<file path="config.mk">
export PLATFORM = sky130hd
export DESIGN_NAME = engine_merge_data
export DESIGN_NICKNAME = d
export VERILOG_FILES = /design/src/hdl/merge_data_pkg.sv /design/src/hdl/merge_data_fifo.sv /design/src/hdl/merge_data_input.sv /design/src/hdl/merge_data_generator.sv /design/src/hdl/merge_data_output.sv /design/src/hdl/engine_merge_data.sv
export VERILOG_INCLUDE_DIRS = /design/src /design/src/hdl
export SDC_FILE = /design/constraint.sdc
export NUM_CORES = 2
export LEC_CHECK = 0
export BUFFER_PORTS_ARGS = -buffer_cell sky130_fd_sc_hd__buf_4
export CORE_MARGIN = 3
export CORE_UTILIZATION = 30
export CTS_CLUSTER_DIAMETER = 80
export CTS_CLUSTER_SIZE = 40
export DETAILED_ROUTE_END_ITERATION = 7
export PLACE_DENSITY = 0.45
export SETUP_SLACK_MARGIN = 0.2
export SLEW_MARGIN = 10
export SYNTH_ARGS = -nofsm -noshare
export SYNTH_HDL_FRONTEND = slang
export SYNTH_HIERARCHICAL = 1
export SYNTH_SLANG_ARGS = --single-unit
</file>
<file path="constraint.sdc">
create_clock -name ap_clk -period 18.5 [get_ports ap_clk]
set_input_delay 1.85 -clock ap_clk [delete_from_list [all_inputs] [get_ports ap_clk]]
set_output_delay 1.85 -clock ap_clk [all_outputs]
set_load 0.1 [all_outputs]
</file>
<file path="src/hdl/merge_data_defines.svh">
`ifndef MERGE_DATA_DEFINES_SVH
`define MERGE_DATA_DEFINES_SVH

// ---------------------------------------------------------------------
// Packet field widths
// ---------------------------------------------------------------------
// Payload of one response
`define MERGE_DATA_W 32
`define MERGE_ID_W 8
// Pairs per run
`define MERGE_COUNT_W 16

// ---------------------------------------------------------------------
// FIFO sizing
// ---------------------------------------------------------------------
`define MERGE_FIFO_DEPTH 16
// Leaves headroom for strobes already in flight
`define MERGE_PROG_THRESH 12

`endif

</file>
<file path="src/hdl/merge_data_pkg.sv">
`include "merge_data_defines.svh"

package merge_data_pkg;

    // -----------------------------------------------------------------
    // Response side
    // -----------------------------------------------------------------
    typedef logic [`MERGE_DATA_W-1:0] response_data_t;
    typedef logic [`MERGE_ID_W-1:0] response_id_t;
    // Id in the upper bits, payload below
    typedef logic [`MERGE_ID_W+`MERGE_DATA_W-1:0] response_word_t;
    typedef logic [`MERGE_COUNT_W-1:0] merge_count_t;

    // -----------------------------------------------------------------
    // Request side
    // -----------------------------------------------------------------
    // Engine payload high, memory payload low
    typedef logic [2*`MERGE_DATA_W-1:0] merged_data_t;
    typedef logic [`MERGE_ID_W+2*`MERGE_DATA_W-1:0] request_word_t;

    typedef enum logic [2:0] {
        GEN_IDLE,
        GEN_PAIR,
        GEN_WAIT,
        GEN_PUSH,
        GEN_DONE
    } generator_state_t;

endpackage : merge_data_pkg

</file>
<file path="src/hdl/merge_data_fifo.sv">
`timescale 1ns/10ps

module merge_data_fifo #(
    parameter int DATA_W      = 32,
    parameter int DEPTH       = 16,
    parameter int PROG_THRESH = 12
) (
    input  logic              ap_clk,
    input  logic              areset_csr_engine,
    input  logic              wr_en_i,
    input  logic [DATA_W-1:0] din_i,
    input  logic              rd_en_i,
    output logic [DATA_W-1:0] dout_o,
    output logic              valid_o,
    output logic              empty_o,
    output logic              full_o,
    output logic              prog_full_o
);

    localparam int PTR_W = $clog2(DEPTH);
    localparam int CNT_W = $clog2(DEPTH + 1);

    logic [DATA_W-1:0] mem [DEPTH];
    logic [PTR_W-1:0]  wr_ptr;
    logic [PTR_W-1:0]  rd_ptr;
    logic [CNT_W-1:0]  count;
    logic              wr_accept;
    logic              rd_accept;

    // Write when full and read when empty are dropped
    assign wr_accept = wr_en_i & ~full_o;
    assign rd_accept = rd_en_i & ~empty_o;

    assign empty_o     = (count == '0);
    assign full_o      = (count == CNT_W'(DEPTH));
    assign prog_full_o = (count >= CNT_W'(PROG_THRESH));

    // -----------------------------------------------------------------
    // Pointers, occupancy and read valid
    // -----------------------------------------------------------------
    always_ff @(posedge ap_clk) begin
        if (areset_csr_engine) begin
            wr_ptr  <= '0;
            rd_ptr  <= '0;
            count   <= '0;
            valid_o <= 1'b0;
        end else begin
            valid_o <= rd_accept;
            if (wr_accept) begin
                wr_ptr <= (wr_ptr == PTR_W'(DEPTH - 1)) ? '0 : wr_ptr + 1'b1;
            end
            if (rd_accept) begin
                rd_ptr <= (rd_ptr == PTR_W'(DEPTH - 1)) ? '0 : rd_ptr + 1'b1;
            end
            case ({wr_accept, rd_accept})
                2'b10:   count <= count + 1'b1;
                2'b01:   count <= count - 1'b1;
                default: count <= count;
            endcase
        end
    end

    // Storage and read data
    always_ff @(posedge ap_clk) begin
        if (wr_accept) begin
            mem[wr_ptr] <= din_i;
        end
        if (rd_accept) begin
            dout_o <= mem[rd_ptr];
        end
    end

endmodule : merge_data_fifo

</file>
<file path="src/hdl/merge_data_input.sv">
`timescale 1ns/10ps
`include "merge_data_defines.svh"

module merge_data_input (
    input  logic                           ap_clk,
    input  logic                           areset_csr_engine,
    input  logic                           response_engine_valid_i,
    input  merge_data_pkg::response_id_t   response_engine_id_i,
    input  merge_data_pkg::response_data_t response_engine_data_i,
    input  logic                           response_memory_valid_i,
    input  merge_data_pkg::response_id_t   response_memory_id_i,
    input  merge_data_pkg::response_data_t response_memory_data_i,
    output logic                           response_engine_prog_full_o,
    output logic                           response_memory_prog_full_o,
    input  logic                           engine_pop_i,
    input  logic                           memory_pop_i,
    output logic                           engine_empty_o,
    output logic                           memory_empty_o,
    output logic                           engine_valid_o,
    output logic                           memory_valid_o,
    output merge_data_pkg::response_word_t engine_word_o,
    output merge_data_pkg::response_word_t memory_word_o
);

    logic                           engine_valid_reg;
    logic                           memory_valid_reg;
    merge_data_pkg::response_word_t engine_word_reg;
    merge_data_pkg::response_word_t memory_word_reg;

    // -----------------------------------------------------------------
    // Input registers
    // -----------------------------------------------------------------
    always_ff @(posedge ap_clk) begin
        if (areset_csr_engine) begin
            engine_valid_reg <= 1'b0;
            memory_valid_reg <= 1'b0;
        end else begin
            engine_valid_reg <= response_engine_valid_i;
            memory_valid_reg <= response_memory_valid_i;
        end
    end

    always_ff @(posedge ap_clk) begin
        engine_word_reg <= {response_engine_id_i, response_engine_data_i};
        memory_word_reg <= {response_memory_id_i, response_memory_data_i};
    end

    // -----------------------------------------------------------------
    // Response FIFOs
    // -----------------------------------------------------------------
    merge_data_fifo #(
        .DATA_W     ($bits(merge_data_pkg::response_word_t)),
        .DEPTH      (`MERGE_FIFO_DEPTH                     ),
        .PROG_THRESH(`MERGE_PROG_THRESH                    )
    ) engine_fifo_i (
        .ap_clk           (ap_clk                     ),
        .areset_csr_engine(areset_csr_engine          ),
        .wr_en_i          (engine_valid_reg           ),
        .din_i            (engine_word_reg            ),
        .rd_en_i          (engine_pop_i               ),
        .dout_o           (engine_word_o              ),
        .valid_o          (engine_valid_o             ),
        .empty_o          (engine_empty_o             ),
        .full_o           (                           ),
        .prog_full_o      (response_engine_prog_full_o)
    );

    merge_data_fifo #(
        .DATA_W     ($bits(merge_data_pkg::response_word_t)),
        .DEPTH      (`MERGE_FIFO_DEPTH                     ),
        .PROG_THRESH(`MERGE_PROG_THRESH                    )
    ) memory_fifo_i (
        .ap_clk           (ap_clk                     ),
        .areset_csr_engine(areset_csr_engine          ),
        .wr_en_i          (memory_valid_reg           ),
        .din_i            (memory_word_reg            ),
        .rd_en_i          (memory_pop_i               ),
        .dout_o           (memory_word_o              ),
        .valid_o          (memory_valid_o             ),
        .empty_o          (memory_empty_o             ),
        .full_o           (                           ),
        .prog_full_o      (response_memory_prog_full_o)
    );

endmodule : merge_data_input

</file>
<file path="src/hdl/merge_data_generator.sv">
`timescale 1ns/10ps
`include "merge_data_defines.svh"

module merge_data_generator (
    input  logic                           ap_clk,
    input  logic                           areset_csr_engine,
    input  logic                           descriptor_valid_i,
    input  merge_data_pkg::merge_count_t   descriptor_count_i,
    input  logic                           engine_empty_i,
    input  logic                           engine_valid_i,
    input  merge_data_pkg::response_word_t engine_word_i,
    input  logic                           memory_empty_i,
    input  logic                           memory_valid_i,
    input  merge_data_pkg::response_word_t memory_word_i,
    output logic                           engine_pop_o,
    output logic                           memory_pop_o,
    input  logic                           out_prog_full_i,
    output logic                           push_o,
    output merge_data_pkg::request_word_t  push_word_o,
    output logic                           done_o
);

    merge_data_pkg::generator_state_t state;
    merge_data_pkg::generator_state_t next_state;
    merge_data_pkg::merge_count_t     remaining;
    logic                             pair_ready;
    logic                             pair_valid;

    // Both heads present and room downstream
    assign pair_ready = ~engine_empty_i & ~memory_empty_i & ~out_prog_full_i;
    assign pair_valid = engine_valid_i & memory_valid_i;

    // Streams always popped together to keep arrival order paired
    assign engine_pop_o = (state == merge_data_pkg::GEN_PAIR) & pair_ready;
    assign memory_pop_o = (state == merge_data_pkg::GEN_PAIR) & pair_ready;
    assign push_o       = (state == merge_data_pkg::GEN_PUSH);

    // -----------------------------------------------------------------
    // Next state
    // -----------------------------------------------------------------
    always_comb begin
        next_state = state;
        case (state)
            merge_data_pkg::GEN_IDLE: begin
                if (descriptor_valid_i) begin
                    next_state = (descriptor_count_i == '0) ? merge_data_pkg::GEN_DONE
                                                            : merge_data_pkg::GEN_PAIR;
                end
            end
            merge_data_pkg::GEN_PAIR: begin
                if (pair_ready) begin
                    next_state = merge_data_pkg::GEN_WAIT;
                end
            end
            merge_data_pkg::GEN_WAIT: begin
                if (pair_valid) begin
                    next_state = merge_data_pkg::GEN_PUSH;
                end
            end
            merge_data_pkg::GEN_PUSH: begin
                next_state = (remaining == '0) ? merge_data_pkg::GEN_DONE
                                               : merge_data_pkg::GEN_PAIR;
            end
            default: next_state = merge_data_pkg::GEN_IDLE;
        endcase
    end

    // -----------------------------------------------------------------
    // State, pair counter and done
    // -----------------------------------------------------------------
    always_ff @(posedge ap_clk) begin
        if (areset_csr_engine) begin
            state     <= merge_data_pkg::GEN_IDLE;
            remaining <= '0;
            done_o    <= 1'b1;
        end else begin
            state <= next_state;
            if (state == merge_data_pkg::GEN_IDLE && descriptor_valid_i) begin
                remaining <= descriptor_count_i;
                done_o    <= 1'b0;
            end
            if (state == merge_data_pkg::GEN_WAIT && pair_valid) begin
                remaining <= remaining - 1'b1;
            end
            if (state == merge_data_pkg::GEN_DONE) begin
                done_o <= 1'b1;
            end
        end
    end

    // Engine id and payload, then memory payload
    always_ff @(posedge ap_clk) begin
        if (pair_valid) begin
            push_word_o <= {engine_word_i, memory_word_i[`MERGE_DATA_W-1:0]};
        end
    end

endmodule : merge_data_generator

</file>
<file path="src/hdl/merge_data_output.sv">
`timescale 1ns/10ps
`include "merge_data_defines.svh"

module merge_data_output (
    input  logic                          ap_clk,
    input  logic                          areset_csr_engine,
    input  logic                          push_i,
    input  merge_data_pkg::request_word_t push_word_i,
    output logic                          prog_full_o,
    input  logic                          request_rd_en_i,
    output logic                          request_valid_o,
    output merge_data_pkg::response_id_t  request_id_o,
    output merge_data_pkg::merged_data_t  request_data_o
);

    logic                          fifo_rd_en;
    logic                          fifo_empty;
    logic                          fifo_valid;
    merge_data_pkg::request_word_t fifo_dout;

    // Drain under the downstream read level
    assign fifo_rd_en = ~fifo_empty & request_rd_en_i;

    merge_data_fifo #(
        .DATA_W     ($bits(merge_data_pkg::request_word_t)),
        .DEPTH      (`MERGE_FIFO_DEPTH                    ),
        .PROG_THRESH(`MERGE_PROG_THRESH                   )
    ) request_fifo_i (
        .ap_clk           (ap_clk           ),
        .areset_csr_engine(areset_csr_engine),
        .wr_en_i          (push_i           ),
        .din_i            (push_word_i      ),
        .rd_en_i          (fifo_rd_en       ),
        .dout_o           (fifo_dout        ),
        .valid_o          (fifo_valid       ),
        .empty_o          (fifo_empty       ),
        .full_o           (                 ),
        .prog_full_o      (prog_full_o      )
    );

    // -----------------------------------------------------------------
    // Output registers
    // -----------------------------------------------------------------
    always_ff @(posedge ap_clk) begin
        if (areset_csr_engine) begin
            request_valid_o <= 1'b0;
        end else begin
            request_valid_o <= fifo_valid;
        end
    end

    always_ff @(posedge ap_clk) begin
        request_id_o   <= fifo_dout[`MERGE_ID_W+2*`MERGE_DATA_W-1 -: `MERGE_ID_W];
        request_data_o <= fifo_dout[2*`MERGE_DATA_W-1:0];
    end

endmodule : merge_data_output

</file>
<file path="src/hdl/engine_merge_data.sv">
`timescale 1ns/10ps

module engine_merge_data (
    input  logic                           ap_clk,
    input  logic                           areset_i,
    input  logic                           descriptor_valid_i,
    input  merge_data_pkg::merge_count_t   descriptor_count_i,
    input  logic                           response_engine_valid_i,
    input  merge_data_pkg::response_id_t   response_engine_id_i,
    input  merge_data_pkg::response_data_t response_engine_data_i,
    output logic                           response_engine_prog_full_o,
    input  logic                           response_memory_valid_i,
    input  merge_data_pkg::response_id_t   response_memory_id_i,
    input  merge_data_pkg::response_data_t response_memory_data_i,
    output logic                           response_memory_prog_full_o,
    input  logic                           request_rd_en_i,
    output logic                           request_valid_o,
    output merge_data_pkg::response_id_t   request_id_o,
    output merge_data_pkg::merged_data_t   request_data_o,
    output logic                           done_o
);

    logic                           areset_csr_engine;
    logic                           descriptor_valid_reg;
    merge_data_pkg::merge_count_t   descriptor_count_reg;
    logic                           engine_pop;
    logic                           memory_pop;
    logic                           engine_empty;
    logic                           memory_empty;
    logic                           engine_valid;
    logic                           memory_valid;
    merge_data_pkg::response_word_t engine_word;
    merge_data_pkg::response_word_t memory_word;
    logic                           push;
    merge_data_pkg::request_word_t  push_word;
    logic                           out_prog_full;

    // -----------------------------------------------------------------
    // Reset and descriptor registers
    // -----------------------------------------------------------------
    always_ff @(posedge ap_clk) begin
        areset_csr_engine <= areset_i;
    end

    always_ff @(posedge ap_clk) begin
        if (areset_csr_engine) begin
            descriptor_valid_reg <= 1'b0;
        end else begin
            descriptor_valid_reg <= descriptor_valid_i;
        end
    end

    always_ff @(posedge ap_clk) begin
        descriptor_count_reg <= descriptor_count_i;
    end

    // -----------------------------------------------------------------
    // Input side, generator, output side
    // -----------------------------------------------------------------
    merge_data_input input_i (
        .ap_clk                     (ap_clk                     ),
        .areset_csr_engine          (areset_csr_engine          ),
        .response_engine_valid_i    (response_engine_valid_i    ),
        .response_engine_id_i       (response_engine_id_i       ),
        .response_engine_data_i     (response_engine_data_i     ),
        .response_memory_valid_i    (response_memory_valid_i    ),
        .response_memory_id_i       (response_memory_id_i       ),
        .response_memory_data_i     (response_memory_data_i     ),
        .response_engine_prog_full_o(response_engine_prog_full_o),
        .response_memory_prog_full_o(response_memory_prog_full_o),
        .engine_pop_i               (engine_pop                 ),
        .memory_pop_i               (memory_pop                 ),
        .engine_empty_o             (engine_empty               ),
        .memory_empty_o             (memory_empty               ),
        .engine_valid_o             (engine_valid               ),
        .memory_valid_o             (memory_valid               ),
        .engine_word_o              (engine_word                ),
        .memory_word_o              (memory_word                )
    );

    merge_data_generator generator_i (
        .ap_clk            (ap_clk              ),
        .areset_csr_engine (areset_csr_engine   ),
        .descriptor_valid_i(descriptor_valid_reg),
        .descriptor_count_i(descriptor_count_reg),
        .engine_empty_i    (engine_empty        ),
        .engine_valid_i    (engine_valid        ),
        .engine_word_i     (engine_word         ),
        .memory_empty_i    (memory_empty        ),
        .memory_valid_i    (memory_valid        ),
        .memory_word_i     (memory_word         ),
        .engine_pop_o      (engine_pop          ),
        .memory_pop_o      (memory_pop          ),
        .out_prog_full_i   (out_prog_full       ),
        .push_o            (push                ),
        .push_word_o       (push_word           ),
        .done_o            (done_o              )
    );

    merge_data_output output_i (
        .ap_clk           (ap_clk           ),
        .areset_csr_engine(areset_csr_engine),
        .push_i           (push             ),
        .push_word_i      (push_word        ),
        .prog_full_o      (out_prog_full    ),
        .request_rd_en_i  (request_rd_en_i  ),
        .request_valid_o  (request_valid_o  ),
        .request_id_o     (request_id_o     ),
        .request_data_o   (request_data_o   )
    );

endmodule : engine_merge_data

</file>
-- Word level (Yosys, flattened, before mapping)
Memory sizes are Yosys's and may differ from the RTL's. A register that Yosys moved wholly into a read port is not among the register bits.
Cells that the tools add are included.
- equal/unequal tests: 22
- bitwise gates (word level): 18
- $add $sub $neg: 13
- multiplexer cells: 23
- reductions and logical operators: 14
- order comparisons: 3
- operators by type and width (kind ; number):
    16-bit logical NOT ; 2
    16-bit two-way mux ; 2
    5-bit one-hot mux with 2 select lines ; 3
    4-bit by 1-bit adder with 4-bit output (second input constant) ; 6
    4-bit == test (second input constant) ; 6
    4-bit two-way mux ; 6
    16-bit by 1-bit subtractor with 16-bit output (second input constant) ; 1
    5-bit by 1-bit adder with 5-bit output (second input constant) ; 3
    5-bit == test (second input constant) ; 3
    5-bit by 4-bit greater-or-equal comparator with 1-bit output (second input constant) ; 3
    5-bit logical NOT ; 3
    3-bit two-way mux ; 5
    5-bit by 1-bit subtractor with 5-bit output (second input constant) ; 3
    3-bit one-hot mux with 4 select lines ; 1
    1-bit bitwise AND ; 11
    2-bit nonzero test ; 4
    1-bit NOT ; 7
    2-bit by 1-bit == test with 1-bit output (second input constant) ; 3
    2-bit == test (second input constant) ; 3
    3-bit by 2-bit == test with 1-bit output (second input constant) ; 2
    1-bit two-way mux ; 6
    2-bit by 1-bit inequality test with 1-bit output (second input constant) ; 2
    3-bit by 1-bit == test with 1-bit output (second input constant) ; 1
    3-bit == test (second input constant) ; 1
    5 further kinds ; 6
- memories: 3
- word-level logic and storage cells: 122
- register bits after elaboration: 307
- RAM bits: 2432
- memory list (name ; words ; width ; read ports ; clocked after memory_dff ; wr ports ; RTL line ; source):
    output_i.request_fifo_i.mem ; 16 ; 72 ; 1 ; 1 ; 1 ; merge_data_fifo.sv:23 ; logic [DATA_W-1:0] mem [DEPTH];
    input_i.engine_fifo_i.mem ; 16 ; 40 ; 1 ; 1 ; 1 ; merge_data_fifo.sv:23 ;
    input_i.memory_fifo_i.mem ; 16 ; 40 ; 1 ; 1 ; 1 ; merge_data_fifo.sv:23 ;

-- Depth between registers and ports, before layout
- depth in word-level cells: 8
- gate-level depth with buffers: 13
- mapped depth without buffers: 12

-- By module
Netlist, hierarchy kept.
- modules (own cells, without submodules) (module ; cells an instance ; instances ; area each (µm²)):
    merge_data_fifo at input_i.engine_fifo_i ... ; 1133 ; 2 ; 25974.9
    merge_data_fifo at output_i.request_fifo_i ; 1944 ; 1 ; 46042.9
    merge_data_generator ; 237 ; 1 ; 3493.4
    merge_data_input ; 84 ; 1 ; 1654.1
    merge_data_output ; 75 ; 1 ; 1488.9
    engine_merge_data ; 19 ; 1 ; 374.1

-- Worst setup path before layout
Ideal clock, no wire load.
- path kind: input-to-reg
- start point: input port request_rd_en_i
- end point: register output_i.request_fifo_i.count[4]
- library setup time: 0.121 ns
- path buffers: 0
- required time: 18.379 ns
- arrival: 7.683 ns
- setup slack: 10.697 ns
- cell stages on the path: 9
- path through: nor2b_4 > a21boi_1 > ha_1 > inv_1 > fa_1 > nand2b_1 > a21oi_1 > mux2i_1 > mux2_2
- word-level cells in the longest chain between the ends: 4
- elaborated cells on any way between the ends: 6
- classes of those cells: 2 x eq/ne; 1 x mux; 2 x bitwise; 1 x reduce/logical
- RTL lines (item ; RTL line ; source):
    from (decl) ; engine_merge_data.sv:16 ; input logic request_rd_en_i,
    1-bit bitwise AND * ; merge_data_output.sv:22 ; assign fifo_rd_en = ~fifo_empty & request_rd_en_i;
    1-bit bitwise AND * ; merge_data_fifo.sv:32 ; assign rd_accept = rd_en_i & ~empty_o;
    net output_i.request_fifo_i.rd_accept ; merge_data_fifo.sv:28 ; logic rd_accept;
    2-bit by 1-bit == test with 1-bit output / 2-bit == test (equally long branches) ; merge_data_fifo.sv:55 ; case ({wr_accept, rd_accept})
    5-bit one-hot mux with 2 select lines / 2-bit nonzero test (equally long branches) ; -- ;
    to (signal assigned) ; merge_data_fifo.sv:56 ; 2'b10: count <= count + 1'b1;
    to (signal assigned) ; merge_data_fifo.sv:57 ; 2'b01: count <= count - 1'b1;
    to (signal assigned) ; merge_data_fifo.sv:58 ; default: count <= count;
    to (decl) ; merge_data_fifo.sv:26 ; logic [CNT_W-1:0] count;
Mark *: on every way through the listed nets, which the timed path passes. The rest lies on a longest branch.
A chain may end at the register's enable or synchronous reset.

-- Worst setup path after layout
- start point: register input_i.memory_fifo_i.count[0]
- end point: register input_i.engine_fifo_i.count[4]
- word-level cells in the longest chain between the ends: 8
- elaborated cells on any way between the ends: 10
- classes of those cells: 2 x eq/ne; 1 x mux; 5 x bitwise; 2 x reduce/logical
- RTL lines (item ; RTL line ; source):
    from (decl) ; merge_data_fifo.sv:26 ;
    from (signal assigned) ; merge_data_fifo.sv:56 ;
    from (signal assigned) ; merge_data_fifo.sv:57 ;
    from (signal assigned) ; merge_data_fifo.sv:58 ;
    5-bit logical NOT * ; merge_data_fifo.sv:34 ; assign empty_o = (count == '0);
    net memory_empty ; engine_merge_data.sv:29 ; logic memory_empty;
    1-bit NOT * ; merge_data_generator.sv:30 ; assign pair_ready = ~engine_empty_i & ~memory_empty_i & ~out_prog_full_i;
    1-bit bitwise AND * (2 in a row) ; merge_data_generator.sv:30 ;
    1-bit bitwise AND * ; merge_data_generator.sv:34 ; assign engine_pop_o = (state == merge_data_pkg::GEN_PAIR) & pair_ready;
    net engine_pop ; engine_merge_data.sv:26 ; logic engine_pop;
    1-bit bitwise AND * ; merge_data_fifo.sv:32 ;
    net input_i.engine_fifo_i.rd_accept ; merge_data_fifo.sv:28 ;
    2-bit by 1-bit == test with 1-bit output / 2-bit == test (equally long branches) ; merge_data_fifo.sv:55 ;
    5-bit one-hot mux with 2 select lines / 2-bit nonzero test (equally long branches) ; -- ;
    to (signal assigned) ; merge_data_fifo.sv:56 ;
    to (signal assigned) ; merge_data_fifo.sv:57 ;
    to (signal assigned) ; merge_data_fifo.sv:58 ;
    to (decl) ; merge_data_fifo.sv:26 ;
Marks and branches as above.

==> metrics.md <==
| Metric | Value |
|---|---|
| Outcome | completed |
| Cells resized by post-CTS repair | 0 |
| Port buffer count | 169 |
| Final Wtd Congestion | 0.717 |
| Setup repair after global routing missed its margin | no |
| Combinational group share of total power | 0.9% |
| Post-route cell area | 0.112 mm² |
| Global-route wire length before repair | 348 mm |
| Share of post-route cells with drive strength above 1 | 25.2% |
| Portion of the clock cycle consumed by the worst path in the final layout | 24.5% |
| Number of CTS-inserted buffers | 144 |
| Power share of the sequential group | 62.8% |
| F_max | 0.221 GHz |
| Synthesis-to-finish area growth | 12.1% |
| Registers with the most flip-flops | output_i/request_fifo_i/mem (1152), input_i/engine_fifo_i/mem (640), input_i/memory_fifo_i/mem (512) |
| Post-detailed-placement cell area | 0.107 mm² |
| Largest vdd supply drop | 0.0656 mV |
| Power share of the clock group | 36.3% |
| Final setup viols | 0 |
| Setup TNS | 0 ns |
| Slew at the pin closest to its max-slew limit | 1.15 ns |
| Final Net Count | 4748 |
| Post-Layout Cell Count | 9089 |
| Number of maximum-capacitance constraint violations | 0 |
| Largest register by flop count | output_i/request_fifo_i/mem |
| Fill cell instance count of the final layout | 30900 |
| Global Route Usage Sum | 14.1% |
| Path type of the worst setup path | flip-flop to flip-flop |
| Worst min path class | flip-flop to flip-flop |
| Utilization after layout | 33.8% |
| Number of flip-flops in the largest register | 1152 |
| Placement Rows | 211 |
| Grt total ovfl | 0 |
| Clk_lat worst skew | 0.87 ns |
| Largest fanout of any net on the critical path | 46 |
| Number of hold buffers added after cts | 0 |
| Most frequent cell on the critical path | buf_4 |
| Detailed-routing iteration count for the pre-antenna-repair pass | 5 |
| Final critical path time including I/O delays and setup | 4.53 ns |
| Clock Pin Slew Worst Setup and Hold Paths | 0.12 ns |
| Yosys warning total | 6 |
| Y dimension of the die | 583 µm |
| Final ANT Viol Nets | 0 |
| CTS tree | done |
| Maximum number of pins on one net before global-route repair | 133 |
| Final routed DRC violation total | 0 |
| P per Cell Area | 96.5 mW/mm² |
| Delay of the slowest cell on the worst path | 0.76 ns |
| Total I/O pin count | 178 |
| Syn_nets | 4555 |
| Post-Syn Instances | 4421 |
| Die area | 0.340 mm² |
| Cell with the largest stage delay on the worst path | or4b_2 |
| Worst Path Required | 19.23 ns |
| Leakage power figure | 33.6 nW |
| Critical Path End Type | flip-flop |
| Internal power of the cells | 8.46 mW |
| Post-CTS setup-driven buffer insertion count | 0 |
| HPWL after detailed placement | 126 mm |
| Kind of start point of the critical path | flip-flop |
| Worst endpoint data arrival time | 5.26 ns |
| Area of the core region | 0.331 mm² |
| Syn avg cell area | 22.6 µm² |
| Max-Slew Margin vs Limit | 23.7% |
| Wire length reported by the detailed router | 243 mm |
| Clk buf depth | 4 |
| Area of the mapped netlist | 0.0999 mm² |
| Via count of the routed design | 43900 |
| H-tree lvl count | 4 |
| Initial Utilization | 30.2% |
| Violation count after the first detailed-routing iteration | 4171 |
| Routed wire per std cell | 26.7 µm |
| Detailed-route vias per instance | 4.83 |
| Switching component of the power | 2.34 mW |
| Via count of the first global-routing pass | 46000 |
| Total power | 10.8 mW |
| Horizontal extent of the die | 583 µm |
| Switch share | 21.7% |
| Final Skew | 0.0600 ns |
| Number of endpoints with negative hold slack in the final report | 0 |
| Critical-path cell list | or4_4 -> nor2_1 -> or4b_2 -> nor3_2 -> buf_4 -> a21boi_4 -> buf_4 -> ha_1 -> inv_1 -> fa_1 -> nand2b_1 -> a21oi_1 -> mux2i_1 -> mux2_2 |
| Placed instance count | 8834 |
| Clock root cell | clkbuf_16 |
| Initial antenna violation count | 31 |
| Final Max Slew Viols | 0 |
| Number of sinks on the clock net | 2747 |
[worst max-delay path, delay by kind of cell, from the launching register on]
kind / cells / cell delay (ns)
AO/OA/AOI/OAI: 2 / 0.35
adder cells (fa/ha/maj): 2 / 0.80
AND/OR/NAND/NOR: 5 / 1.41
multiplexers: 2 / 0.57
flip-flops: 1 / 0.43
buffers and inverters: 3 / 0.84
[worst paths after layout]
check | start | to | slack [ns] | cells past startpoint
hold reg to reg | output_i/request_fifo_i/dout_o[29] | output_i/request_data_o[29] | 0.35 | 0
setup / recovery | input_i/memory_fifo_i/count[0] | input_i/engine_fifo_i/count[4] | 13.97 | 14
setup reg to reg | input_i/memory_fifo_i/count[0] | input_i/engine_fifo_i/count[4] | 13.97 | 14
hold / removal | output_i/request_fifo_i/dout_o[29] | output_i/request_data_o[29] | 0.35 | 0
[through the flow]
stage / setup slack [ns] / hold WS, ns
after floorplan: 10.70 / 0.323
after global placement: 13.95 / 0.328
after detailed placement: 13.86 / 0.328
after CTS: 13.84 / 0.348
after global routing: 13.65 / 0.356
final: 13.97 / 0.347
[routing by layer]
metal | share of wire (%) | vias up | GRT usage, %
li1 | - | 18800 | -
met1 | 45 | 24100 | 19.7
met2 | 49 | 778 | 23.7
met3 | 4.0 | 217 | 1.86
met4 | 1.8 | 0 | 2.75
met5 | 0 | - | 0
[cell usage in the layout, fill, tap and decap left out, types with 16 or more instances in the layout]
cell and count:
edfxtp_1 2520, mux4_2 576, a22oi_1 288, buf_4 270
dfxtp_1 220, nand2_1 186, clkbuf_16 149, nor2_1 68
nor2_4 39, ha_1 29, inv_1 28, a21oi_1 28
inv_6 16
[power groups by stage]
| stage | clock network, mW | logic, mW | registers, mW |
|---|---|---|---|
| 6_report | 3.92 | 0.0983 | 6.78 |
| 5_1_grt | 4.30 | 0.108 | 6.79 |
| 4_1_cts | 4.09 | 0.101 | 6.78 |
| 3_5_place_dp | 0 | 0.101 | 6.92 |
| 3_3_place_gp | 0 | 0.100 | 6.92 |
| 2_1_floorplan | 0 | 0.0496 | 6.91 |
[layout make-up]
type / instances / area (µm²) / share of cell area [%]
clock buffers: 155 / 3750 / 3.35
diodes: 3 / 7.51 / 0.00670
inverters: 29 / 111 / 0.0995
multi-input cells: 1418 / 18800 / 16.8
well taps: 4366 / 5460 / 4.88
repair buffers: 274 / 2110 / 1.88
flip-flops and latches: 2747 / 80200 / 71.7
clock inverters: 97 / 1460 / 1.31
(Power assumes the default switching activity.)
